`config.mk`:
```
export PLATFORM = sky130hd
export DESIGN_NAME = mmio_regs
export DESIGN_NICKNAME = d
export VERILOG_FILES = /design/src/mmio_regs.sv
export VERILOG_INCLUDE_DIRS = /design/src /design/src/include
export SDC_FILE = /design/constraint.sdc
export NUM_CORES = 1
export LEC_CHECK = 0
export ABC_AREA = 0
export ABC_CLOCK_PERIOD_IN_PS = 1950
export BUFFER_PORTS_ARGS = -buffer_cell sky130_fd_sc_hd__clkbuf_2
export CAP_MARGIN = 40
export CORE_MARGIN = 5
export CORE_UTILIZATION = 29
export CTS_CLUSTER_DIAMETER = 50
export CTS_CLUSTER_SIZE = 24
export DETAILED_ROUTE_END_ITERATION = 10
export PLACE_DENSITY = 0.94
export SLEW_MARGIN = 20
export SYNTH_ARGS = -nofsm -noshare
export SYNTH_HDL_FRONTEND = slang
export SYNTH_SLANG_ARGS = --single-unit
export TNS_END_PERCENT = 5
```
`constraint.sdc`:
```
create_clock -name clk -period 1.95 [get_ports clk]
set_input_delay 0.0975 -clock clk [delete_from_list [all_inputs] [get_ports clk]]
set_output_delay 0.0975 -clock clk [all_outputs]
set_load 0.02 [all_outputs]
```
`src/include/dcache_cfg.svh`:
```
`ifndef DCACHE_CFG_SVH
`define DCACHE_CFG_SVH

// cache geometry
`define CACHE_SIZE_E 13
`define CASSOC 2
`define CBANKS 2
`define CWIDTH 2

// field widths of the cache word address
`define CWAY_W $clog2(`CASSOC)
`define CBANK_W $clog2(`CBANKS)
`define CWORD_W $clog2(`CWIDTH)
`define CADDR_W (`CACHE_SIZE_E - 2)
`define CROW_W (`CADDR_W - `CWAY_W - `CBANK_W - `CWORD_W)
`define CROWS (1 << `CROW_W)

// byte address within one way, as the core sees it
`define CBYTE_AW (`CADDR_W - `CWAY_W + 2)

// mmio register offsets
`define MMIO_POWER_OFF 0
`define MMIO_REBOOT 4

`endif

```
`src/mmio_regs.sv`:
```
`timescale 1ns/1ps

`include "dcache_cfg.svh"

module mmio_regs (
    input  logic        clk,
    input  logic        rst_n,

    input  logic        mmio_we,
    input  logic        mmio_re,
    input  logic [3:0]  mmio_addr,
    input  logic [31:0] mmio_wdata,
    output logic [31:0] mmio_rdata,

    output logic        power_off,
    output logic        reboot
);

    logic power_off_wr;
    logic reboot_wr;

    assign power_off_wr = mmio_we && (mmio_addr == 4'(`MMIO_POWER_OFF)) && (mmio_wdata != '0);
    assign reboot_wr    = mmio_we && (mmio_addr == 4'(`MMIO_REBOOT)) && (mmio_wdata != '0);

    always_ff @(posedge clk or negedge rst_n) begin
        if (!rst_n) begin
            power_off  <= 1'b0;
            reboot     <= 1'b0;
            mmio_rdata <= '0;
        end else begin
            // sticky until reset
            if (power_off_wr) begin
                power_off <= 1'b1;
            end
            reboot <= reboot_wr;
            if (mmio_re) begin
                mmio_rdata <= (mmio_addr == 4'(`MMIO_POWER_OFF)) ? 32'(power_off) : '0;
            end
        end
    end

    // software issues one reboot write, never back to back
    a_reboot_pulse: assert property (
        @(posedge clk) disable iff (!rst_n)
        reboot |=> !reboot
    );

endmodule

```
==> run summary <==
Status: completed
Global route total overflow: 0
Buf/Inv on CP: 1
Largest stage delay on the critical path: 0.40 ns
Initial DRC Count: 1
Mean routed wirelength per cell: 10.28 µm
Routability cong.: 0.7256
TritonCTS Buffers: 3
Max IR drop VDD: 0.0001458 V
Crit path kind: reg2out
Post-synth top area share: 51.96%
Final cell count without fillers: 117
Placed insts: 112
Via-per-instance ratio: 3.709
Starting density of the core: 30.08%
Synth Warn #: 0
Cell family with most CP delay: flip-flops
Number of top-level pins: 74
Antenna viol nets, final: 0
Final instance area: 594.3 µm²
RSZ-0062 raised after global routing: no
Post-synthesis sequential element count: 3
Die Footprint: 2430 µm²
Final min period: 0.8892 ns
Setup slack after layout: 1.061 ns
CP Max Fanout: 3
Die X: 49.30 µm
# rows: 14
Most used DFF post-synth: dfrtp_1
Synth unique cells: 14
Clk pin slew, worst setup/hold paths: 0.04 ns
Final nets: 142
Fin crit share: 45.60%
Synth area leaders: buf_4 52%, dfrtp_1 17%, nor4_1 9.8%
Peak Freq: 1.125 GHz
Syn avg cell area: 8.144 µm²
P_leak: 0.0003619 µW
Synth Instances: 55
Critical Path AT: 0.79 ns
Pre-antenna DRT Iters: 3
Initial antenna violation count: 0
Fin. Hold Viols: 0
Ant diodes: 0
Ys async rst share: 100.0%
Number of synthesized flops with an enable pin: 0
CTS tree: built
Power Dens Cells: 467.2 nW/µm²
First-pass GRT wire length: 1883 µm
Total core area: 1489 µm²
Vias in the first global route: 457
Max-slew violation count: 0
# port buffers: 42
Sum Neg Setup Slack: 0 ns
Worst Skew: 0.002889 ns
Critical path launch point type: flop
Hold Path Class: in2reg
Placed inst area: 558.0 µm²
Vias: 434
Setup violators final: 0
Synthesis-to-layout area growth: 32.68%
Worst path required time: 1.85 ns
Worst slack, placed: 0.9608 ns
Max_cap viols: 0
Clock root cell: clkbuf_4
Sequential-to-total area share from yosys stat: 16.76%
CTS Buffer Depth: 2
Leading area contributor after synthesis: buf_4
Fraction of layout cells with a size suffix above 1: 48.51%
TritonCTS Sinks: 3
Crit end category: primary output
CP Cell Sequence: clkbuf_2
Synthesized area: 447.9 µm²
H-tree depth: 1
CP max stage cell: dfrtp_1
DRC violations left: 0
HPWL Detailed: 1143 µm
Routed wire length: 1203 µm
GRT Total Usage: 9.806%
Top cells by count, synth: 31 x buf_4, 7 x nor4_1, 3 x dfrtp_1, 3 x inv_1, 2 x nand4_1
Die height: 49.30 µm
Largest net degree at the start of global routing: 4
Most common cell in the synthesized netlist: buf_4
Worst skew pair latency: 0.23 ns
-- path summary, 6_finish.rpt --
check,start,to,slack (ns),cells past startpoint
max,power_off,power_off,1.06,1
min,mmio_re,mmio_rdata[0],0.07,2
max reg2reg,power_off,mmio_rdata[0],1.28,2
min reg2reg,power_off,power_off,0.52,2
max in group asynchronous,rst_n,power_off,1.64,2
min in group asynchronous,rst_n,mmio_rdata[0],0.20,2
-- power by group --
group          internal, µW  leakage [µW]  switching (µW)
combinational          34.2      0.000311            72.7
clock                  76.5     0.0000150            30.1
sequential             63.7     0.0000363           0.440
total                   174      0.000362             103
-- registers in the layout, summed over array words and instances (netlist names) --
signal,count
mmio_rdata,1
power_off,1
reboot,1
-- layout make-up --
cell class	instances	area, µm²
fillers	166	894.6
multi-input cells	48	241.5
repair buffers	43	220.2
flip-flops and latches	3	75.07
clock buffers	4	26.28
well taps	16	20.02
inverters	3	11.26
-- placed cells by master (no fill, tap or decap) --
cell type / instances
conb_1: 31
o41ai_2: 1
dfrtp_1: 3
nand4_1: 2
or3_4: 1
nand3b_1: 1
nor2_2: 1
nand2_1: 1
nor3_1: 1
nor4_1: 7
clkbuf_2: 42
o22ai_1: 1
dlygate4sd3_1: 1
inv_1: 3
clkbuf_1: 1
clkbuf_4: 3
nor4_2: 1
-- logic make-up (layout without fill, tap and decap cells) --
| family | Yosys count | in the layout | share of synthesized area [%] |
|---|---|---|---|
| flip-flops | 3 | 3 | 16.76 |
| AND/OR/NAND/NOR | 15 | 15 | 22.90 |
| AO/OA/AOI/OAI | 2 | 2 | 5.030 |
| other | 1 | 31 | 0.8372 |
| buffers and inverters | 34 | 50 | 54.47 |
-- through the flow --
stage          utilization [%]  total power [µW]  hold slack (ns)
3_3_place_gp             37.48             166.5          -0.1060
5_1_grt                  39.92             297.5          0.08397
2_1_floorplan                -             173.4          -0.1981
4_1_cts                  39.92             280.3          0.06335
3_5_place_dp             37.48             168.0          -0.1043
6_report                 39.92             277.6          0.06877
-- worst reg2reg max path, cell delays in order, from the launching register on --
cell      delay [ns]
dfrtp_1         0.40
nand3b_1        0.09
o22ai_1         0.06
-- layer usage --
metal | part of all wire [%] | track usage, %
met2 | 67 | 21.03
met3 | 6.6 | 1.529
met5 | 0 | 0
met4 | 0 | 5.381
met1 | 26 | 7.735
-- timing repair --
| item | CTS | global route |
|---|---|---|
| hold endpoints to repair | 3 | 0 |
| hold buffers | 1 | 0 |
| setup endpoints to repair | 0 | 0 |
| buffers inserted | 0 | 0 |
| gates resized for setup | 0 | 0 |
No activity file was read; power rests on OpenSTA's default activity.
