--- config.mk ---
export PLATFORM = sky130hd
export DESIGN_NAME = dcache_read_arb
export DESIGN_NICKNAME = d
export VERILOG_FILES = /design/src/dcache_pkg.sv /design/src/dcache_read_arb.sv
export VERILOG_INCLUDE_DIRS = /design/src /design/src/include
export SDC_FILE = /design/constraint.sdc
export NUM_CORES = 1
export LEC_CHECK = 0
export BUFFER_PORTS_ARGS = -buffer_cell sky130_fd_sc_hd__buf_4
export CORE_AREA = 2 2 257 259
export CTS_BUF_LIST = sky130_fd_sc_hd__clkbuf_16
export DETAILED_ROUTE_END_ITERATION = 10
export DIE_AREA = 0 0 259 261
export GPL_ROUTABILITY_DRIVEN = 0
export PLACE_DENSITY_LB_ADDON = 0.3
export SLEW_MARGIN = 40
export SYNTH_ARGS = -nofsm -noshare
export SYNTH_HDL_FRONTEND = slang
export SYNTH_SLANG_ARGS = --single-unit
--- constraint.sdc ---
create_clock -name clk -period 1.3 [get_ports clk]
set_clock_uncertainty 0.15 [all_clocks]
set_input_delay 0.195 -clock clk [delete_from_list [all_inputs] [get_ports clk]]
set_output_delay 0.195 -clock clk [all_outputs]
set_load 0.01 [all_outputs]
--- src/include/dcache_cfg.svh ---
`ifndef DCACHE_CFG_SVH
`define DCACHE_CFG_SVH

// cache geometry
`define CACHE_SIZE_E 13
`define CASSOC 2
`define CBANKS 2
`define CWIDTH 2

// field widths of the cache word address
`define CWAY_W $clog2(`CASSOC)
`define CBANK_W $clog2(`CBANKS)
`define CWORD_W $clog2(`CWIDTH)
`define CADDR_W (`CACHE_SIZE_E - 2)
`define CROW_W (`CADDR_W - `CWAY_W - `CBANK_W - `CWORD_W)
`define CROWS (1 << `CROW_W)

// byte address within one way, as the core sees it
`define CBYTE_AW (`CADDR_W - `CWAY_W + 2)

// mmio register offsets
`define MMIO_POWER_OFF 0
`define MMIO_REBOOT 4

`endif

--- src/dcache_pkg.sv ---
`include "dcache_cfg.svh"

package dcache_pkg;

    // word address, either compared as a whole or split into fields
    typedef union packed {
        logic [`CADDR_W-1:0] raw;
        struct packed {
            logic [`CWAY_W-1:0]  way;
            logic [`CROW_W-1:0]  row;
            logic [`CBANK_W-1:0] bank;
            logic [`CWORD_W-1:0] word;
        } f;
    } cache_addr_u;

    // one bank row, CWIDTH words
    typedef logic [`CWIDTH-1:0][31:0] row_data_t;

    // core read result, one word per way
    typedef logic [`CASSOC-1:0][31:0] ways_data_t;

    // full bank output, all ways and all words
    typedef logic [`CASSOC-1:0][`CWIDTH-1:0][31:0] bank_data_t;

    // one access on a bank port, strobes active low
    typedef struct packed {
        logic                  ce_n;
        logic                  we_n;
        cache_addr_u           addr;
        row_data_t             data;
        logic [4*`CWIDTH-1:0]  wm;
    } bank_port_t;

    // memory controller drives the same shape as a bank port
    typedef bank_port_t mem_port_t;

    // core store, one word with byte mask
    typedef struct packed {
        logic                  en;
        logic [`CWAY_W-1:0]    way;
        logic [`CBYTE_AW-1:0]  addr;
        logic [31:0]           data;
        logic [3:0]            mask;
    } core_wr_t;

    // core load, all ways are read at once
    typedef struct packed {
        logic                  en;
        logic [`CBYTE_AW-1:0]  addr;
    } core_rd_t;

endpackage

--- src/dcache_read_arb.sv ---
`timescale 1ns/1ps

`include "dcache_cfg.svh"

module dcache_read_arb import dcache_pkg::*; (
    input  logic                        clk,
    input  logic                        rst_n,

    input  core_rd_t                    core_rd,
    input  mem_port_t                   memc_rd,

    output bank_port_t [`CBANKS-1:0]    bank_rd,
    input  bank_data_t [`CBANKS-1:0]    bank_rdata,

    output ways_data_t                  core_rdata,
    output row_data_t                   memc_rdata,
    output logic                        rbusy,
    output logic [`CBANK_W-1:0]         rbusy_bank
);

    cache_addr_u core_addr;
    cache_addr_u core_raddr_q [2];
    cache_addr_u memc_raddr_q [2];

    // way bits do not matter, the whole row holds every way
    assign core_addr.raw = {(`CWAY_W)'(0), core_rd.addr[`CBYTE_AW-1:2]};

    always_comb begin
        for (int b = 0; b < `CBANKS; b++) begin
            bank_rd[b]      = '0;
            bank_rd[b].ce_n = 1'b1;
            bank_rd[b].we_n = 1'b1;
        end
        if (core_rd.en) begin
            bank_rd[core_addr.f.bank].ce_n = 1'b0;
            bank_rd[core_addr.f.bank].addr = core_addr;
        end
        // memory controller overrides the core on its bank
        if (!memc_rd.ce_n) begin
            bank_rd[memc_rd.addr.f.bank] = memc_rd;
        end
    end

    assign rbusy      = !memc_rd.ce_n;
    assign rbusy_bank = rbusy ? memc_rd.addr.f.bank : '0;

    // addresses follow the two memory stages
    always_ff @(posedge clk) begin
        core_raddr_q[0] <= core_addr;
        core_raddr_q[1] <= core_raddr_q[0];
        memc_raddr_q[0] <= memc_rd.addr;
        memc_raddr_q[1] <= memc_raddr_q[0];
    end

    // core gets one word slot from each way
    always_comb begin
        for (int a = 0; a < `CASSOC; a++) begin
            core_rdata[a] = bank_rdata[core_raddr_q[1].f.bank][a][core_raddr_q[1].f.word];
        end
    end

    // memory controller gets the full row of one way
    assign memc_rdata = bank_rdata[memc_raddr_q[1].f.bank][memc_raddr_q[1].f.way];

    a_memc_rd_is_read: assert property (
        @(posedge clk) disable iff (!rst_n)
        !memc_rd.ce_n |-> memc_rd.we_n
    );

endmodule

==> impl_results.md, run 1 <==
* Outcome: finished, violations left
* Failing checks: negative setup slack
* Register area at 175 um^2
* Crit path max fanout at 7
* Multi-input gate area at 0.00480 mm^2
* Row count at 94
* Period minus WS final at 2.03 ns
* RSZ-0062 raised after global routing: true
* Total global-route track usage at 0.108
* Clock Root Buffer: clkbuf_16
* Syn nets at 748
* H-tree depth at 1
* GR Overflow Total at 0
* Final #Nets at 1464
* Maxcap violations at 0
* Wire per inst at 20.9 um
* Final hold violations at 0
* Async SR Flop Fraction at 0
* Endpoints failing setup at 298
* Starting DRC count in detailed routing at 353
* Slew Limit Fails at 0
* Clock power frac at 0.096
* Design area at 0.0139 mm^2
* Mean Syn Cell Area at 12.2 um^2
* DP Cell Count at 1901
* IO Pins at 656
* Critical Path Source Type: flop
* Power density over the cells at 436 mW/mm^2
* PortBufs at 651
* Post-synthesis register bit count at 8
* CTS tree: yes
* EDFF count, synth at 0
* Post-Route WL at 41200 um
* CTS buffer count at 3
* Max clock buf depth at 2
* Vias/cell at 3.59
* Antenna violations before repair at 7
* Leak at 6.18 nW
* Period utilisation layout at 1.56
* CP arrival at 1.69 ns
* Area grow syn2layout at 190%
* Post-route ant nets at 0
* Via Count at 7075
* Pin count of the biggest net entering global routing at 32
* Prevailing post-synth register cell: dfxtp_1
* Min-delay worst type: input pin to flop
* Final Worst Setup Slack at -0.731 ns
* CP Class: flop to primary output
* DP HPWL at 31500 um
* Fill cell count at 7015
* FMAX at 492 MHz
* Core area at 0.0650 mm^2
* Worst-Skew Late Latency at 0.24 ns
* Psw at 0.00217 W
* Crit. End Element: primary output
* Internal at 0.00389 W
* DR pass1 iterations at 4
* CTS clk-pin slew, worst paths at 0.05 ns
* Worst Path Required at 0.95 ns
* Comb pwr share at 0.857
* Sequential power share at 0.047
* Non-Filler Instances at 1972
* Die H at 261 um
* Die width at 259 um
* Syn Inst Count at 392
* Distinct cells, synth at 26
* YS warnings at 0
* Sink Count at 8
* Layout cells sized above 1 at 0.974
* Final Core Density at 0.214
* Initial Utilization at 0.0737
* Switching Fraction at 0.358
* Cell area after synthesis at 0.00480 mm^2
* Register area share after synthesis at 0.0334
* Vias in the first global route at 7887
* Die area at 0.0676 mm^2
* Placed Area at 0.0109 mm^2
* # DRC at 0
* Peak supply drop at 0.319 mV
* First-pass GRT wire length at 54100 um
==> metal layers <==
metal / share of wire / global-route usage / up-vias / routed length (um)
li1: - / - / 3015 / -
met1: 0.36 / 0.120 / 3547 / 15000
met3: 0.083 / 0.0303 / 40 / 3430
met4: 0.019 / 0.0189 / 12 / 782
met2: 0.53 / 0.204 / 461 / 21900
met5: 0.0019 / 0 / - / 80
==> cell usage after synthesis, drive strengths merged, types with 2 or more instances <==
cell type,instances,area (um^2)
a31o,9,78.8
and2,146,913
buf,32,355
clkbuf,22,88.8
dfxtp,8,160
mux4,128,2910
nand3,9,45.0
nand3b,9,67.6
nor2,2,7.51
nor2b,2,15.0
nor3b,9,67.6
o21ai,9,45.0
==> flip-flops by register name, indices dropped and copies added (netlist names) <==
register      cells
core_raddr_q      4
memc_raddr_q      4
==> worst paths after layout <==
check | slack (ns) | from | depth (start not counted) | to
worst max-delay path | -0.73 | core_raddr_q[0][12] | 4 | core_rdata[35]
worst min register to register | 0.17 | memc_raddr_q[0][10] | 0 | memc_raddr_q[0][21]
worst max register to register | 0.58 | memc_raddr_q[0][1] | 0 | memc_raddr_q[0][12]
worst min-delay path | 0.16 | core_rd[3] | 2 | core_raddr_q[0][1]
==> area by class of cell <==
class | count | area share
antenna | 1 | 0.000180
clock buffer | 3 | 0.00540
clock inverter | 1 | 0.000270
inverter | 1 | 0.000270
multi-input combinational | 330 | 0.346
sequential | 8 | 0.0126
tap | 864 | 0.0778
timing repair buffer | 764 | 0.558
==> power by group through the flow <==
stage | Sequential, W | Combinational [W] | Clock (W)
finish | 0.000284 | 0.00518 | 0.000583
CTS | 0.000281 | 0.00483 | 0.000613
global route | 0.000288 | 0.00543 | 0.000625
detailed placement | 0.000286 | 0.00395 | 0
floorplan | 0.000268 | 0.00161 | 0
global placement | 0.000286 | 0.00394 | 0
==> through the flow <==
stage | total power, W | worst slack (ns) | hold WS (ns) | TNS, ns
2_1_floorplan | 0.00188 | -0.186 | 0.0727 | -23.29
3_3_place_gp | 0.00423 | -0.489 | 0.162 | -71.98
3_5_place_dp | 0.00423 | -0.492 | 0.164 | -71.98
4_1_cts | 0.00572 | -0.750 | 0.136 | -117.91
5_1_grt | 0.00634 | -0.779 | 0.161 | -130.41
6_report | 0.00605 | -0.731 | 0.159 | -118.08
==> cells by family after synthesis <==
logic type      synth area share
other cells             0.000782
mux                        0.607
simple gates               0.237
compound gates            0.0284
buf+inv                   0.0934
flops                     0.0334
==> worst max-delay path, stage by stage, from the launching register on <==
cell	delay, ns
dfxtp_4	0.40
buf_12	0.18
clkbuf_16	0.18
mux4_2	0.51
buf_6	0.14
==> cells in the final DEF (no fill, tap or decap), drive strengths merged, types with 2 or more instances in the layout <==
cell type    instances
a31o                 9
and2               146
buf                755
clkbuf              10
dfxtp                8
dlygate4sd3          2
inv                  2
mux4               128
nand3                9
nand3b               9
nor2                 2
nor2b                2
nor3b                9
o21ai                9
or2                  2
==> what timing repair did <==
item / 4_1_cts / 5_1_grt
pin swaps: 112 / 66
gates cloned: 20 / 8
buffers inserted: 35 / 12
hold endpoints to repair: 2 / 0
resized for setup: 358 / 221
endpoints found under the setup margin: 289 / 298
hold buffers: 2 / 0
(Power assumes the default switching activity.)
==> run 2, diff against run 1 <==
--- a/config.mk
+++ b/config.mk
@@ -13,6 +13,7 @@
 export DIE_AREA = 0 0 259 261
 export GPL_ROUTABILITY_DRIVEN = 0
 export PLACE_DENSITY_LB_ADDON = 0.3
+export RECOVER_POWER = 25
 export SLEW_MARGIN = 40
 export SYNTH_ARGS = -nofsm -noshare
 export SYNTH_HDL_FRONTEND = slang
==> run 2 against run 1 <==
Net effect: the run still ends with negative setup slack left; sequential share of layout area is essentially flat; critical path depth did not move; first-iteration DRC count unchanged; power about the same; fmax unchanged; global-route usage unchanged; largest cell class unchanged; largest power group unchanged.
==> impl_results.md, run 2 (synthesis gave the netlist of run 1 again) <==
* Outcome: finished, violations left
* Failing checks: negative setup slack
* Crit path max fanout at 7
* Worst Reg2Reg Path Length in Cells at 0
* IO Pins at 656
* FMAX at 492 MHz
* Layout cells sized above 1 at 0.973
* Critical Path Source Type: flop
* Initial Utilization at 0.0737
* Min-delay worst type: flop to flop
* CP arrival at 1.69 ns
* Leak at 6.17 nW
* DR pass1 iterations at 4
* CP max-delay cell: mux4_2
* Post-route ant nets at 0
* Most common cell after layout, fill and taps aside: buf_4
* Sink Count at 8
* Vias in the first global route at 7887
* Area grow syn2layout at 190%
* Vias/cell at 3.59
* Slew HR at 0.562
* Endpoints failing setup at 298
* Post-Route WL at 41200 um
* H-tree depth at 1
* Final #Nets at 1464
* Worst-Margin Slew at 0.657 ns
* Period utilisation layout at 1.56
* Delay of the slowest cell on the worst path at 0.51 ns
* Core area at 0.0650 mm^2
* CP top delay family: multiplexers
* Starting DRC count in detailed routing at 353
* Slew Limit Fails at 0
* Via Count at 7076
* Die width at 259 um
* Worst Path Required at 0.95 ns
* Pin count of the biggest net entering global routing at 32
* Final hold violations at 0
* Row count at 94
* Wire per inst at 20.9 um
* CTS clk-pin slew, worst paths at 0.05 ns
* Power density over the cells at 436 mW/mm^2
* PortBufs at 651
* CTS buffer count at 3
* Crit path cell chain: buf_12, clkbuf_16, mux4_2, buf_6
* Crit path depth at 4
* Antenna violations before repair at 7
* First-pass GRT wire length at 54100 um
* DP HPWL at 31500 um
* Worst-Skew Late Latency at 0.24 ns
* Final Worst Setup Slack at -0.731 ns
* Peak supply drop at 0.319 mV
* Hold Path Cell Cnt at 0
* CTS tree: yes
* Registers with the most flip-flops: core_raddr_q: 4 flops, memc_raddr_q: 4 flops
* Maxcap violations at 0
* RSZ-0062 raised after global routing: true
* Clock Root Buffer: clkbuf_16
* Tot Pwr at 0.00605 W
* Die H at 261 um
* Placed Area at 0.0109 mm^2
* CP Class: flop to primary output
* CP Buf/Inv Count at 3
* Commonest non-fill, non-tap cells in the layout: 400 x buf_4, 291 x buf_6, 146 x and2_4
* Total global-route track usage at 0.108
* Die area at 0.0676 mm^2
* Max clock buf depth at 2
* Design area at 0.0139 mm^2
* Crit. End Element: primary output
* Period minus WS final at 2.03 ns
* Worst-case hold slack at 0.173 ns
* GR Overflow Total at 0
* Setup TNS Final at -120.35 ns
* # DRC at 0
==> run 2: changes by cell type in the layout (fill, tap and decap cells not counted) <==
cell and delta:
clkbuf_1 +1, buf_4 -1
==> run 2: worst paths after layout <==
path                       start                   to  slack, ns
max          core_raddr_q[0][12]       core_rdata[35]      -0.73
max reg2reg   memc_raddr_q[0][1]  memc_raddr_q[0][12]       0.58
min reg2reg  memc_raddr_q[0][10]  memc_raddr_q[0][21]       0.17
min          memc_raddr_q[0][10]  memc_raddr_q[0][21]       0.17
==> run 2: final cells by class <==
type	instances	area [um^2]
Clock buffer	3	75.1
Clock inverter	1	3.75
Multi-Input combinational cell	330	4800
Tap cell	864	1080
Fill cell	7015	51200
Timing Repair Buffer	764	7740
Sequential cell	8	175
Antenna cell	1	2.50
Inverter	1	3.75
==> run 2: timing repair <==
item                                    4_1_cts  5_1_grt
hold buffers                                  2        0
gates resized for setup                     358      221
pin swaps                                   112       66
buffers inserted                             35       12
endpoints found under the setup margin      289      298
hold endpoints to repair                      2        0
gates cloned                                 20        8
==> run 2: where the power goes <==
part / switching (W) / internal (W) / total (W)
logic: 0.00196 / 0.00322 / 0.00518
registers: 0.0000275 / 0.000256 / 0.000284
clock network: 0.000176 / 0.000406 / 0.000583
total: 0.00217 / 0.00388 / 0.00605
==> run 2: per-layer routing <==
layer | up-vias | track usage | share of wire
li1 | 3016 | - | -
met1 | 3547 | 0.120 | 0.36
met2 | 461 | 0.204 | 0.53
met3 | 40 | 0.0303 | 0.083
met4 | 12 | 0.0189 | 0.019
met5 | - | 0 | 0.0019
==> run 2: per-stage QoR <==
step,cells,utilization,setup WS (ns)
floorplan,392,-,-0.186
global placement,1901,0.167,-0.489
detailed placement,1901,0.167,-0.492
CTS,1961,0.200,-0.750
global route,1972,0.214,-0.779
finish,1972,0.214,-0.731
