[src/include/dcache_cfg.svh]
`ifndef DCACHE_CFG_SVH
`define DCACHE_CFG_SVH

// cache geometry
`define CACHE_SIZE_E 13
`define CASSOC 2
`define CBANKS 2
`define CWIDTH 2

// field widths of the cache word address
`define CWAY_W $clog2(`CASSOC)
`define CBANK_W $clog2(`CBANKS)
`define CWORD_W $clog2(`CWIDTH)
`define CADDR_W (`CACHE_SIZE_E - 2)
`define CROW_W (`CADDR_W - `CWAY_W - `CBANK_W - `CWORD_W)
`define CROWS (1 << `CROW_W)

// byte address within one way, as the core sees it
`define CBYTE_AW (`CADDR_W - `CWAY_W + 2)

// mmio register offsets
`define MMIO_POWER_OFF 0
`define MMIO_REBOOT 4

`endif

[src/dcache_pkg.sv]
`include "dcache_cfg.svh"

package dcache_pkg;

    // word address, either compared as a whole or split into fields
    typedef union packed {
        logic [`CADDR_W-1:0] raw;
        struct packed {
            logic [`CWAY_W-1:0]  way;
            logic [`CROW_W-1:0]  row;
            logic [`CBANK_W-1:0] bank;
            logic [`CWORD_W-1:0] word;
        } f;
    } cache_addr_u;

    // one bank row, CWIDTH words
    typedef logic [`CWIDTH-1:0][31:0] row_data_t;

    // core read result, one word per way
    typedef logic [`CASSOC-1:0][31:0] ways_data_t;

    // full bank output, all ways and all words
    typedef logic [`CASSOC-1:0][`CWIDTH-1:0][31:0] bank_data_t;

    // one access on a bank port, strobes active low
    typedef struct packed {
        logic                  ce_n;
        logic                  we_n;
        cache_addr_u           addr;
        row_data_t             data;
        logic [4*`CWIDTH-1:0]  wm;
    } bank_port_t;

    // memory controller drives the same shape as a bank port
    typedef bank_port_t mem_port_t;

    // core store, one word with byte mask
    typedef struct packed {
        logic                  en;
        logic [`CWAY_W-1:0]    way;
        logic [`CBYTE_AW-1:0]  addr;
        logic [31:0]           data;
        logic [3:0]            mask;
    } core_wr_t;

    // core load, all ways are read at once
    typedef struct packed {
        logic                  en;
        logic [`CBYTE_AW-1:0]  addr;
    } core_rd_t;

endpackage

[src/dcache_write_arb.sv]
`timescale 1ns/1ps

`include "dcache_cfg.svh"

module dcache_write_arb import dcache_pkg::*; (
    input  logic                        clk,
    input  logic                        rst_n,

    input  core_wr_t                    core_wr,
    input  mem_port_t                   memc_wr,

    output bank_port_t [`CBANKS-1:0]    bank_wr,
    output logic                        wbusy
);

    bank_port_t core_port;

    // core store widened to a full row
    always_comb begin
        core_port      = '0;
        core_port.ce_n = !core_wr.en;
        core_port.we_n = !core_wr.en;
        core_port.addr.raw = {core_wr.way, core_wr.addr[`CBYTE_AW-1:2]};
        core_port.data = {`CWIDTH{core_wr.data}};
        core_port.wm   = (4*`CWIDTH)'(core_wr.mask) << (core_port.addr.f.word * 4);
    end

    // fill is placed last so it wins its bank
    always_comb begin
        for (int b = 0; b < `CBANKS; b++) begin
            bank_wr[b]      = '0;
            bank_wr[b].ce_n = 1'b1;
            bank_wr[b].we_n = 1'b1;
        end
        if (!core_port.ce_n) begin
            bank_wr[core_port.addr.f.bank] = core_port;
        end
        if (!memc_wr.ce_n) begin
            bank_wr[memc_wr.addr.f.bank] = memc_wr;
        end
    end

    // store dropped, core has to retry
    assign wbusy = !memc_wr.ce_n && !core_port.ce_n &&
                   (memc_wr.addr.f.bank == core_port.addr.f.bank);

    // write ports never carry a read
    for (genvar b = 0; b < `CBANKS; b++) begin : g_chk
        a_wr_only: assert property (
            @(posedge clk) disable iff (!rst_n)
            !bank_wr[b].ce_n |-> !bank_wr[b].we_n
        );
    end

endmodule

[config.mk]
export PLATFORM = sky130hd
export DESIGN_NAME = dcache_write_arb
export DESIGN_NICKNAME = d
export VERILOG_FILES = /design/src/dcache_pkg.sv /design/src/dcache_write_arb.sv
export VERILOG_INCLUDE_DIRS = /design/src /design/src/include
export SDC_FILE = /design/constraint.sdc
export NUM_CORES = 1
export LEC_CHECK = 0
export BUFFER_PORTS_ARGS = -buffer_cell sky130_fd_sc_hd__buf_2
export CORE_AREA = 2 2 121 123
export DETAILED_ROUTE_END_ITERATION = 7
export DIE_AREA = 0 0 123 125
export GPL_TIMING_DRIVEN = 0
export PLACE_DENSITY = 0.65
export SETUP_SLACK_MARGIN = 0.2
export SYNTH_ARGS = -nofsm -noshare
export SYNTH_HDL_FRONTEND = slang
export SYNTH_SLANG_ARGS = --single-unit
[constraint.sdc]
create_clock -name vclk -period 1.45
set_input_delay 0.29 -clock vclk [all_inputs]
set_output_delay 0.29 -clock vclk [all_outputs]
set_load 0.01 [all_outputs]
==> metrics list, run 1 <==
- Hold-fix buffers at CTS: 0
- The worst hold path was traced through 3 stages.
- DRC violation count after routing: 0
- Fillers: 1375
* # rows: 44
- Summing the sequential cell areas from Yosys gives 0% of the chip area.
* Net Count, Synth: 602
* Vias in the first global route: 5142
- Endpoint of the worst hold-timing path: bank_wr[169]
- Placeable core region: 14200 um^2
- The number of pins with negative max-slew slack in the final report was 0.
- Share of layout cells above drive strength 1: 74.4%
* Status: finished with violations
- Average size of a mapped cell: 6.82 um^2
- Post-synth cell types: 18
* Cell type contributing the most total cell area after synthesis: sky130_fd_sc_hd__o31ai_1
- Worst-path maximum fanout: 7
- For this design the static power due to leakage is 3.43 nW.
- Startpoint-to-endpoint class of the critical path: input pin to output port
- Measured along the x axis, the die boundary spans 123 um.
- Leading post-synthesis cells by cell area: sky130_fd_sc_hd__o31ai_1, sky130_fd_sc_hd__nand3b_1, sky130_fd_sc_hd__or3b_1
- Entering global routing, the biggest net connects 11 pins.
- Measured along the y axis, the die boundary spans 125 um.
- Synthesized instance count: 465
- The number of hold violations in the final report is 0.
* Global route total overflow: 0
- Detailed-routing iteration count for the pre-antenna-repair pass: 5
* Number of max-cap violations: 0
* Storage cell area: 0 um^2
- After detailed routing, the average wire length per cell comes to 21.1 um.
* Non-filler instance count after layout: 977
- Effective utilization at floorplan: 22.3%
* Number of top-level pins: 308
- Unrepaired setup endpoints after global routing: true
- Counting instances in the post-synthesis netlist gives the leading cell types as sky130_fd_sc_hd__o31ai_1, sky130_fd_sc_hd__nand3b_1, sky130_fd_sc_hd__or3b_1, sky130_fd_sc_hd__inv_1, sky130_fd_sc_hd__clkbuf_1.
- Final critical-path required period: 1670 ps
- Across the VDD grid, the largest voltage drop is 0.000126 V.
- The detail route stage leaves a number of antenna-violating nets equal to 0.
- Port buffer count: 302
* Seq Cell Count: 0
- For this run, the number of Yosys warnings is 0.
- The multi-input combinational cells in the finished layout cover a total of 3850 um^2.
- Final number of setup-violating endpoints: 166
- Cells fill 51.6% of the core in the end.
- After the first detailed-routing iteration, the DRC count stood at 323.
* Global-route usage over all layers: 23.2%
* Ant diodes: 0
- Static timing analysis puts the maximum clock frequency at 598 MHz.
* Summed negative setup slack over all endpoints: -24840 ps
- Initial antenna violation count: 0
- Critical Path End Type: output port
* Worst hold path type: input pin to output port
* Ratio of total power to cell area: 324 nW/um^2
- Fraction of synthesized cell area taken by the top area cell type: 38.8%
- Startpoint kind of the worst setup timing path: input pin
- Critical path required time: 1160 ps
* GPL Wtd Cong: 0.813
* Area Growth Syn to Fin: 131%
- After layout, the worst path uses 115% of the clock period.
* Detailed placer's ending HPWL: 14800 um
- Final worst slack: -222 ps
- Wire length of the first global-routing pass: 28700 um
* Beginning of the worst hold path: core_wr[39]
- Post-DR vias/cell: 5.39
* Most frequently used cell type in the post-synthesis netlist: sky130_fd_sc_hd__o31ai_1
- Instance count after placement with tap cells included: 951
- Post-layout net count: 932
- The die covers 15400 um^2.
- For this block, the routed nets add up to 20600 um of wire.
- The checks that failed: negative setup slack.
- STA puts the critical path data arrival time at 1380 ps.
* Via count: 5264
- CLK BUF: 0
- Cell area after synthesis: 3170 um^2
layer usage:
layer / track usage [%] / part of all wire (%)
met5: 0 / 0
met4: 1.94 / 0.85
met3: 3.38 / 6.9
met2: 42.2 / 51
met1: 29.7 / 41
kinds of logic (layout without fill, tap and decap cells):
family                 Yosys count  count (layout)  synth area share, %
AO/OA/AOI/OAI                  165             165                 39.0
XOR/XNOR                         1               1                0.276
buffers and inverters          116             444                 15.3
multiplexers                     2               2                0.710
other                            1               1                0.118
AND/OR/NAND/NOR                180             180                 44.7
placed cells by master, fill, tap and decap left out, types with 11 or more instances in the layout:
cell type	Yosys	final
sky130_fd_sc_hd__or3b_4	0	55
sky130_fd_sc_hd__buf_12	0	18
sky130_fd_sc_hd__buf_8	0	11
sky130_fd_sc_hd__buf_4	3	11
sky130_fd_sc_hd__clkbuf_16	0	18
sky130_fd_sc_hd__or3b_1	59	13
sky130_fd_sc_hd__o31ai_4	0	47
sky130_fd_sc_hd__o31ai_2	0	65
sky130_fd_sc_hd__nand3b_1	82	82
sky130_fd_sc_hd__o31ai_1	164	52
sky130_fd_sc_hd__inv_1	42	42
sky130_fd_sc_hd__buf_6	0	23
sky130_fd_sc_hd__or3b_2	23	14
sky130_fd_sc_hd__buf_2	30	296
worst max-delay path: stages:
cell                        delay [ps]
sky130_fd_sc_hd__buf_12            120
sky130_fd_sc_hd__buf_12            140
sky130_fd_sc_hd__clkbuf_16         160
sky130_fd_sc_hd__or3b_4            400
sky130_fd_sc_hd__o31ai_4            70
sky130_fd_sc_hd__buf_2             180
metrics by stage:
| stage | total power (W) | cell area [um^2] | hold slack, ps | setup slack (ps) |
|---|---|---|---|---|
| 4_1_cts | 0.00214 | 6640 | 912 | -230 |
| 2_1_floorplan | 0.00114 | 4150 | 657 | 64.8 |
| 3_3_place_gp | 0.00187 | 5890 | 907 | -527 |
| 3_5_place_dp | 0.00189 | 5890 | 906 | -520 |
| 6_report | 0.00237 | 7320 | 887 | -222 |
| 5_1_grt | 0.00251 | 7320 | 896 | -248 |
repair_timing:
action	CTS	global route
cloned	6	14
buffers inserted	1	5
hold endpoints to repair	0	0
setup endpoints to repair	170	170
gates resized for setup	174	101
pin swaps	17	61
how the worst max path moves through the flow:
| stage | start | to | cells after the start |
|---|---|---|---|
| after floorplan | memc_wr[73] | bank_wr[100] | 4 |
| after detailed placement | core_wr[49] | bank_wr[126] | 6 |
| final | memc_wr[84] | bank_wr[41] | 6 |
| after CTS | memc_wr[84] | bank_wr[42] | 6 |
| after global routing | memc_wr[73] | bank_wr[42] | 6 |
| after global placement | core_wr[39] | bank_wr[126] | 6 |
cell type report:
cell class,count,share of cell area (%)
buffer,74,14.0
inverter,42,2.15
multi-input combinational,349,52.5
tap,184,3.14
timing repair buffer,328,28.2
power by group:
group / internal, W / switching (W)
sequential: 0 / 0
combinational: 0.00115 / 0.00122
clock: 0 / 0
No activity file was read; power rests on OpenSTA's default activity.
==> run 2: changes to the inputs <==
--- a/config.mk
+++ b/config.mk
@@ -11,8 +11,7 @@
 export DETAILED_ROUTE_END_ITERATION = 7
 export DIE_AREA = 0 0 123 125
 export GPL_TIMING_DRIVEN = 0
-export PLACE_DENSITY = 0.65
-export SETUP_SLACK_MARGIN = 0.2
+export PLACE_DENSITY_LB_ADDON = 0.3
 export SYNTH_ARGS = -nofsm -noshare
 export SYNTH_HDL_FRONTEND = slang
 export SYNTH_SLANG_ARGS = --single-unit
==> metrics list, run 2 (synthesized netlist as in run 1, its figures left out) <==
* Highest layer used for signal routing: met4 (unchanged)
* Hold Fails Final Rpt: 0 (unchanged)
- Ordered cell list for the critical path: buf_12, nor2b_2, buf_12, buf_12, o31ai_4, buf_2 (was buf_12, buf_12, clkbuf_16, or3b_4, o31ai_4, buf_2).
* Non-filler instance count after layout: 974 (was 977)
- Starting DRC count in detailed routing: 327 (was 323)
- Final worst-path cycle share: 115% (about the same)
- Placeable core region: 14200 um^2 (unchanged)
- Final core area utilization: 50.7% (was 51.6%)
- The number of pins with negative max-slew slack in the final report came to 0 (unchanged).
- The routed wire length on met2 is 10300 um (was 10500 um).
- Worst hold path type: input pin to output port (unchanged)
* DRC violation count after routing: 0 (unchanged)
- The top cell family by delay on the critical path is buffers and inverters (unchanged).
- The number of cell rows is 44 (unchanged).
* Number of top-level pins: 308 (unchanged)
- The worst hold path depth was 3 (unchanged).
* CP peak stage delay: 260 ps (was 400 ps)
- Seq Cell Count: 0 (unchanged)
- Startpoint-to-endpoint class of the critical path: input pin to output port (unchanged)
- Total length of routed wires: 20500 um (was 20600 um)
- Cell seen most often among critical-path stages: sky130_fd_sc_hd__buf_12 (unchanged)
- The antenna diode instance count was 0 (unchanged).
- The kind of end point of the critical path was an output port (unchanged).
- Leakage: 3.38 nW (was 3.43 nW)
- Wire length of the first global-routing pass: 28500 um (was 28700 um)
* Top achievable clock speed: 601 MHz (was 598 MHz)
- Violated checks: negative setup slack (unchanged).
- The data arrival time of the critical path is 1370 ps (was 1380 ps).
* Initial antenna violation count: 0 (unchanged)
* Number of max-cap violations: 0 (unchanged)
- The area used by multi-input combinational logic was 3860 um^2 (was 3850 um^2).
- The via count normalized by instance count came to 5.49 (was 5.39).
- Port buffer count: 302 (unchanged)
- Vias in the first global route: 5080 (was 5142)
* Global route total overflow: 0 (unchanged)
- The power density of the placed cells came to 324 nW/um^2 (about the same).
* Crit-path slowest cell: sky130_fd_sc_hd__o31ai_4 (was sky130_fd_sc_hd__or3b_4)
- Maximum number of pins on one net before global-route repair: 11 (unchanged)
- Status: finished with violations (unchanged)
* Routed metal-1 wire length: 8430 um (was 8550 um)
* Vert. Die Dim: 125 um (unchanged)
* Die area: 15400 um^2 (unchanged)
* CLK BUF: 0 (unchanged)
- The number of nets in the layout was 929 (was 932).
* GPL Wtd Cong: 0.846 (was 0.813)
- Unrepaired setup endpoints after global routing: true (unchanged).
- The count of final setup violators came to 168 (was 166).
* Via count: 5344 (was 5264)
- Die W: 123 um (unchanged)
- The detailed-placement wirelength estimate is 14300 um (was 14800 um).
- Leading cell type in the layout, fill and taps excluded: sky130_fd_sc_hd__buf_2 (unchanged)
- Beginning of the worst hold path: core_wr[39] (unchanged)
* WP buf/inv: 4 (unchanged)
- Effective utilization at floorplan: 22.3% (unchanged)
- The capture endpoint of the worst hold path is bank_wr[169] (unchanged).
- Area Growth Syn to Fin: 127% (was 131%)
- Worst-path maximum fanout: 10 (was 7)
- Fillers: 1352 (was 1375)
- The detail-routed net length per standard cell was 21.1 um (about the same).
- Detailed-routing iteration count for the pre-antenna-repair pass: 5 (unchanged)
- The final critical-path setup slack came to -214 ps (was -222 ps).
- Final critical-path required period: 1660 ps (was 1670 ps)
* Top library cells by usage in the layout, fill and taps aside: sky130_fd_sc_hd__buf_2, sky130_fd_sc_hd__nand3b_1, sky130_fd_sc_hd__o31ai_2, sky130_fd_sc_hd__o31ai_4, sky130_fd_sc_hd__inv_1 (was sky130_fd_sc_hd__buf_2, sky130_fd_sc_hd__nand3b_1, sky130_fd_sc_hd__o31ai_2, sky130_fd_sc_hd__or3b_4, sky130_fd_sc_hd__o31ai_1)
- The routed length on met3 was 1440 um (was 1430 um).
- The number of cells in the design after placement was 951 (unchanged).
- Critical path required time: 1160 ps (about the same)
* Storage cell area: 0 um^2 (unchanged)
- Worst-case vdd ir drop: 0.000130 V (was 0.000126 V)
- The fraction of final layout cells sized beyond drive strength 1 was 72.5% (was 74.4%).
* Global-route usage over all layers: 23.1% (was 23.2%)
- Residual antenna-violating net count after detailed routing: 0 (unchanged)
* Startpoint kind of the worst setup timing path: input pin (unchanged)
==> run 2: how the worst max path moves through the flow <==
stage | start | end | depth (start not counted)
2_1_floorplan | core_wr[39] | bank_wr[62] | 4
3_3_place_gp | memc_wr[84] | bank_wr[119] | 6
3_5_place_dp | memc_wr[84] | bank_wr[119] | 6
4_1_cts | memc_wr[84] | bank_wr[62] | 6
5_1_grt | memc_wr[73] | bank_wr[141] | 6
6_report | memc_wr[73] | bank_wr[141] | 6
==> run 2: timing repair <==
item / 4_1_cts / 5_1_grt
gates resized for setup: 281 / 160
pin swaps: 14 / 37
setup endpoints to repair: 170 / 168
cloned: 10 / 5
setup buffers: 6 / 3
hold buffers: 0 / 0
==> run 2: tightest hold or removal path, cell delays in order <==
cell and delay [ps]:
sky130_fd_sc_hd__buf_6 110, sky130_fd_sc_hd__a21oi_1 60, sky130_fd_sc_hd__buf_2 130
==> run 2: per-layer routing <==
layer / up-vias / track usage [%]
met1: 2544 / 29.7
met5: - / 0
met4: 0 / 3.81
met2: 311 / 42.3
met3: 33 / 1.92
li1: 2456 / -
==> run 2: layout make-up <==
class | instances | share of cell area (%)
Buffer | 73 | 13.1
Inverter | 42 | 2.19
Multi-Input combinational cell | 349 | 53.6
Tap cell | 184 | 3.20
Timing Repair Buffer | 326 | 27.9
==> run 2: metrics by stage <==
| step | setup slack (ps) | TNS [ps] | hold WS [ps] | cell area [um^2] | power (W) |
|---|---|---|---|---|---|
| after floorplan | 23.8 | 0 | 657 | 3170 | 0.000823 |
| after global placement | -686 | -75700 | 913 | 4910 | 0.00156 |
| after detailed placement | -659 | -75870 | 911 | 4910 | 0.00155 |
| after CTS | -215 | -24420 | 908 | 6280 | 0.00200 |
| after global routing | -227 | -29480 | 893 | 7200 | 0.00246 |
| final | -214 | -24600 | 879 | 7200 | 0.00233 |
==> run 2: where the power goes <==
group	switching (W)	internal, W	total, W
sequential	0	0	0
clock	0	0	0
combinational	0.00123	0.00110	0.00233
total	0.00123	0.00110	0.00233
==> run 3: changes to the inputs <==
--- a/config.mk
+++ b/config.mk
@@ -11,7 +11,7 @@
 export DETAILED_ROUTE_END_ITERATION = 7
 export DIE_AREA = 0 0 123 125
 export GPL_TIMING_DRIVEN = 0
-export PLACE_DENSITY_LB_ADDON = 0.3
+export PLACE_DENSITY = 0.52
 export SYNTH_ARGS = -nofsm -noshare
 export SYNTH_HDL_FRONTEND = slang
 export SYNTH_SLANG_ARGS = --single-unit
==> metrics list, run 3 (synthesized netlist as in run 1, its figures left out) <==
- Ratio of total power to cell area: 325 nW/um^2 (was 324 nW/um^2)
- WP buf/inv: 4 (unchanged)
* Vert. Die Dim: 125 um (unchanged)
* Via count: 5245 (was 5344)
* Critical Path End Type: output port (unchanged)
* Seq Cell Count: 0 (unchanged)
* Global route total overflow: 0 (unchanged)
* Global-route usage over all layers: 24.2% (was 23.1%)
- The detailed-placement wirelength estimate is 14900 um (was 14300 um).
* Crit-path slowest cell: sky130_fd_sc_hd__or3b_4 (was sky130_fd_sc_hd__o31ai_4)
- Final worst slack: -204 ps (was -214 ps)
- Endpoint of the worst hold-timing path: bank_wr[169] (unchanged)
* Status: finished with violations (unchanged)
- The launch point of the worst hold path was core_wr[39] (unchanged).
* Summed negative setup slack over all endpoints: -22740 ps (was -24600 ps)
- Worst-case vdd ir drop: 0.000132 V (was 0.000130 V)
* Total Power: 0.00218 W (was 0.00233 W)
- The area used by multi-input combinational logic came to 3700 um^2 (was 3860 um^2).
- The number of hold violations in the final report was 0 (unchanged).
- # rows: 44 (unchanged)
- Violated checks: negative setup slack (unchanged).
- The critical path launch point type is an input pin (unchanged).
* Port buffer count: 302 (unchanged)
* Final Max Tran Viols: 0 (unchanged)
* Starting DRC count in detailed routing: 274 (was 327)
- Worst-path maximum fanout: 7 (was 10)
- The width of the die came to 123 um (unchanged).
- GPL Wtd Cong: 0.831 (was 0.846)
* DRC violation count after routing: 0 (unchanged)
* Startpoint-to-endpoint class of the critical path: input pin to output port (unchanged)
- The worst pin sits at a relative slew slack of 64.6%.
- Maximum number of pins on one net before global-route repair: 11 (unchanged)
- The sequential standard cell area came to 0 um^2 (unchanged).
- The number of nets in the layout is 916 (was 929).
- The achievable clock frequency was 604 MHz (was 601 MHz).
* Top library cells by usage in the layout, fill and taps aside: sky130_fd_sc_hd__buf_2, sky130_fd_sc_hd__nand3b_1, sky130_fd_sc_hd__o31ai_2, sky130_fd_sc_hd__o31ai_1, sky130_fd_sc_hd__inv_1 (was sky130_fd_sc_hd__buf_2, sky130_fd_sc_hd__nand3b_1, sky130_fd_sc_hd__o31ai_2, sky130_fd_sc_hd__o31ai_4, sky130_fd_sc_hd__inv_1)
- Unrepaired setup endpoints after global routing: true (unchanged).
- The delay of the slowest cell on the worst path is 400 ps (was 260 ps).
* Routed wire length per instance: 21.7 um (was 21.1 um)
- Total length of routed wires: 20800 um (was 20500 um)
* Final critical-path required period: 1650 ps (was 1660 ps)
* Wire length of the first global-routing pass: 29600 um (was 28500 um)
- Worst-case hold slack: 906 ps (was 879 ps)
- Instance count after placement with tap cells included: 951 (unchanged)
- Post-DR vias/cell: 5.46 (was 5.49)
- Leading cell type in the layout, fill and taps excluded: sky130_fd_sc_hd__buf_2 (unchanged)
- The cell repeated most along the worst path is sky130_fd_sc_hd__buf_12 (unchanged).
- The worst hold path depth is 3 (unchanged).
- The pre-CTS setup slack is -677 ps (was -659 ps).
- The core box area is 14200 um^2 (unchanged).
* Worst Tran Pin Value: 530 ps
* Die area: 15400 um^2 (unchanged)
* Final number of setup-violating endpoints: 167 (was 168)
* Non-filler instance count after layout: 961 (was 974)
- Share of layout cells above drive strength 1: 71.4% (was 72.5%)
* Fillers: 1466 (was 1352)
- Ordered cell list for the critical path: buf_12, buf_12, clkbuf_16, or3b_4, o31ai_2, buf_2 (was buf_12, nor2b_2, buf_12, buf_12, o31ai_4, buf_2)
- The number of nets with antenna violations after routing was 0 (unchanged).
* Initial antenna violation count: 0 (unchanged)
- The antenna diode instance count is 0 (unchanged).
- The path category of the worst min-delay check is input pin to output port (unchanged).
- Vias in the first global route: 5193 (was 5080)
- The max-capacitance violation count is 0 (unchanged).
* Final worst-path cycle share: 114% (was 115%)
- The data required time at the worst endpoint was 1160 ps (about the same).
* CLK BUF: 0 (unchanged)
* Detailed-routing iteration count for the pre-antenna-repair pass: 5 (unchanged)
* Critical path's top delay family: buffers and inverters (unchanged)
- The data arrival time of the critical path was 1360 ps (was 1370 ps).
- The leakage power total came to 3.19 nW (was 3.38 nW).
- The total I/O pin count is 308 (unchanged).
- The signed area change from the synthesized netlist to the final layout was 111% (was 127%).
- Effective utilization at floorplan: 22.3% (unchanged)
[run 3: cell count changes in the layout (fill, tap and decap cells not counted), sizes merged]
cell	before	now
buf	369	359
clkbuf	30	27
[run 3: per-layer routing]
metal	wire length (um)	GRT usage [%]	share of wire (%)
met5	0	0	0
met4	311	4.08	1.5
met3	1370	3.06	6.6
met2	10500	43.1	50
met1	8660	31.3	42
[run 3: through the flow]
step           instance area, um^2  util [%]
3_3_place_gp                  4910      34.6
5_1_grt                       6700      47.2
2_1_floorplan                 3170         -
3_5_place_dp                  4910      34.6
4_1_cts                       6160      43.4
6_report                      6700      47.2
[run 3: tightest hold or removal path, delay by kind of cell]
kind            cells  cell delay, ps
buf+inv             2             260
compound gates      1              70
[run 3: repair_timing]
action,CTS,global route
endpoints found under the setup margin,170,169
cloned,6,2
hold buffers,0,0
gates resized for setup,280,117
setup buffers,0,2
pin swaps,16,30
[run 3: final cells by class]
class,count,share of cell area (%)
buffer,74,13.4
tap,184,3.44
inverter,42,2.35
multi-input combinational,349,55.3
timing repair buffer,312,25.5
[run 3: how the worst max path moves through the flow]
stage | startpoint | end | cells after the start
finish | memc_wr[84] | bank_wr[36] | 6
global route | memc_wr[73] | bank_wr[128] | 6
CTS | memc_wr[84] | bank_wr[41] | 6
detailed placement | memc_wr[84] | bank_wr[125] | 6
global placement | memc_wr[84] | bank_wr[125] | 6
floorplan | core_wr[39] | bank_wr[62] | 4
[run 3: report_power, final]
part	leakage [nW]	internal, W	switching [W]	total (W)
registers	0	0	0	0
clock network	0	0	0	0
logic	3.19	0.000995	0.00118	0.00218
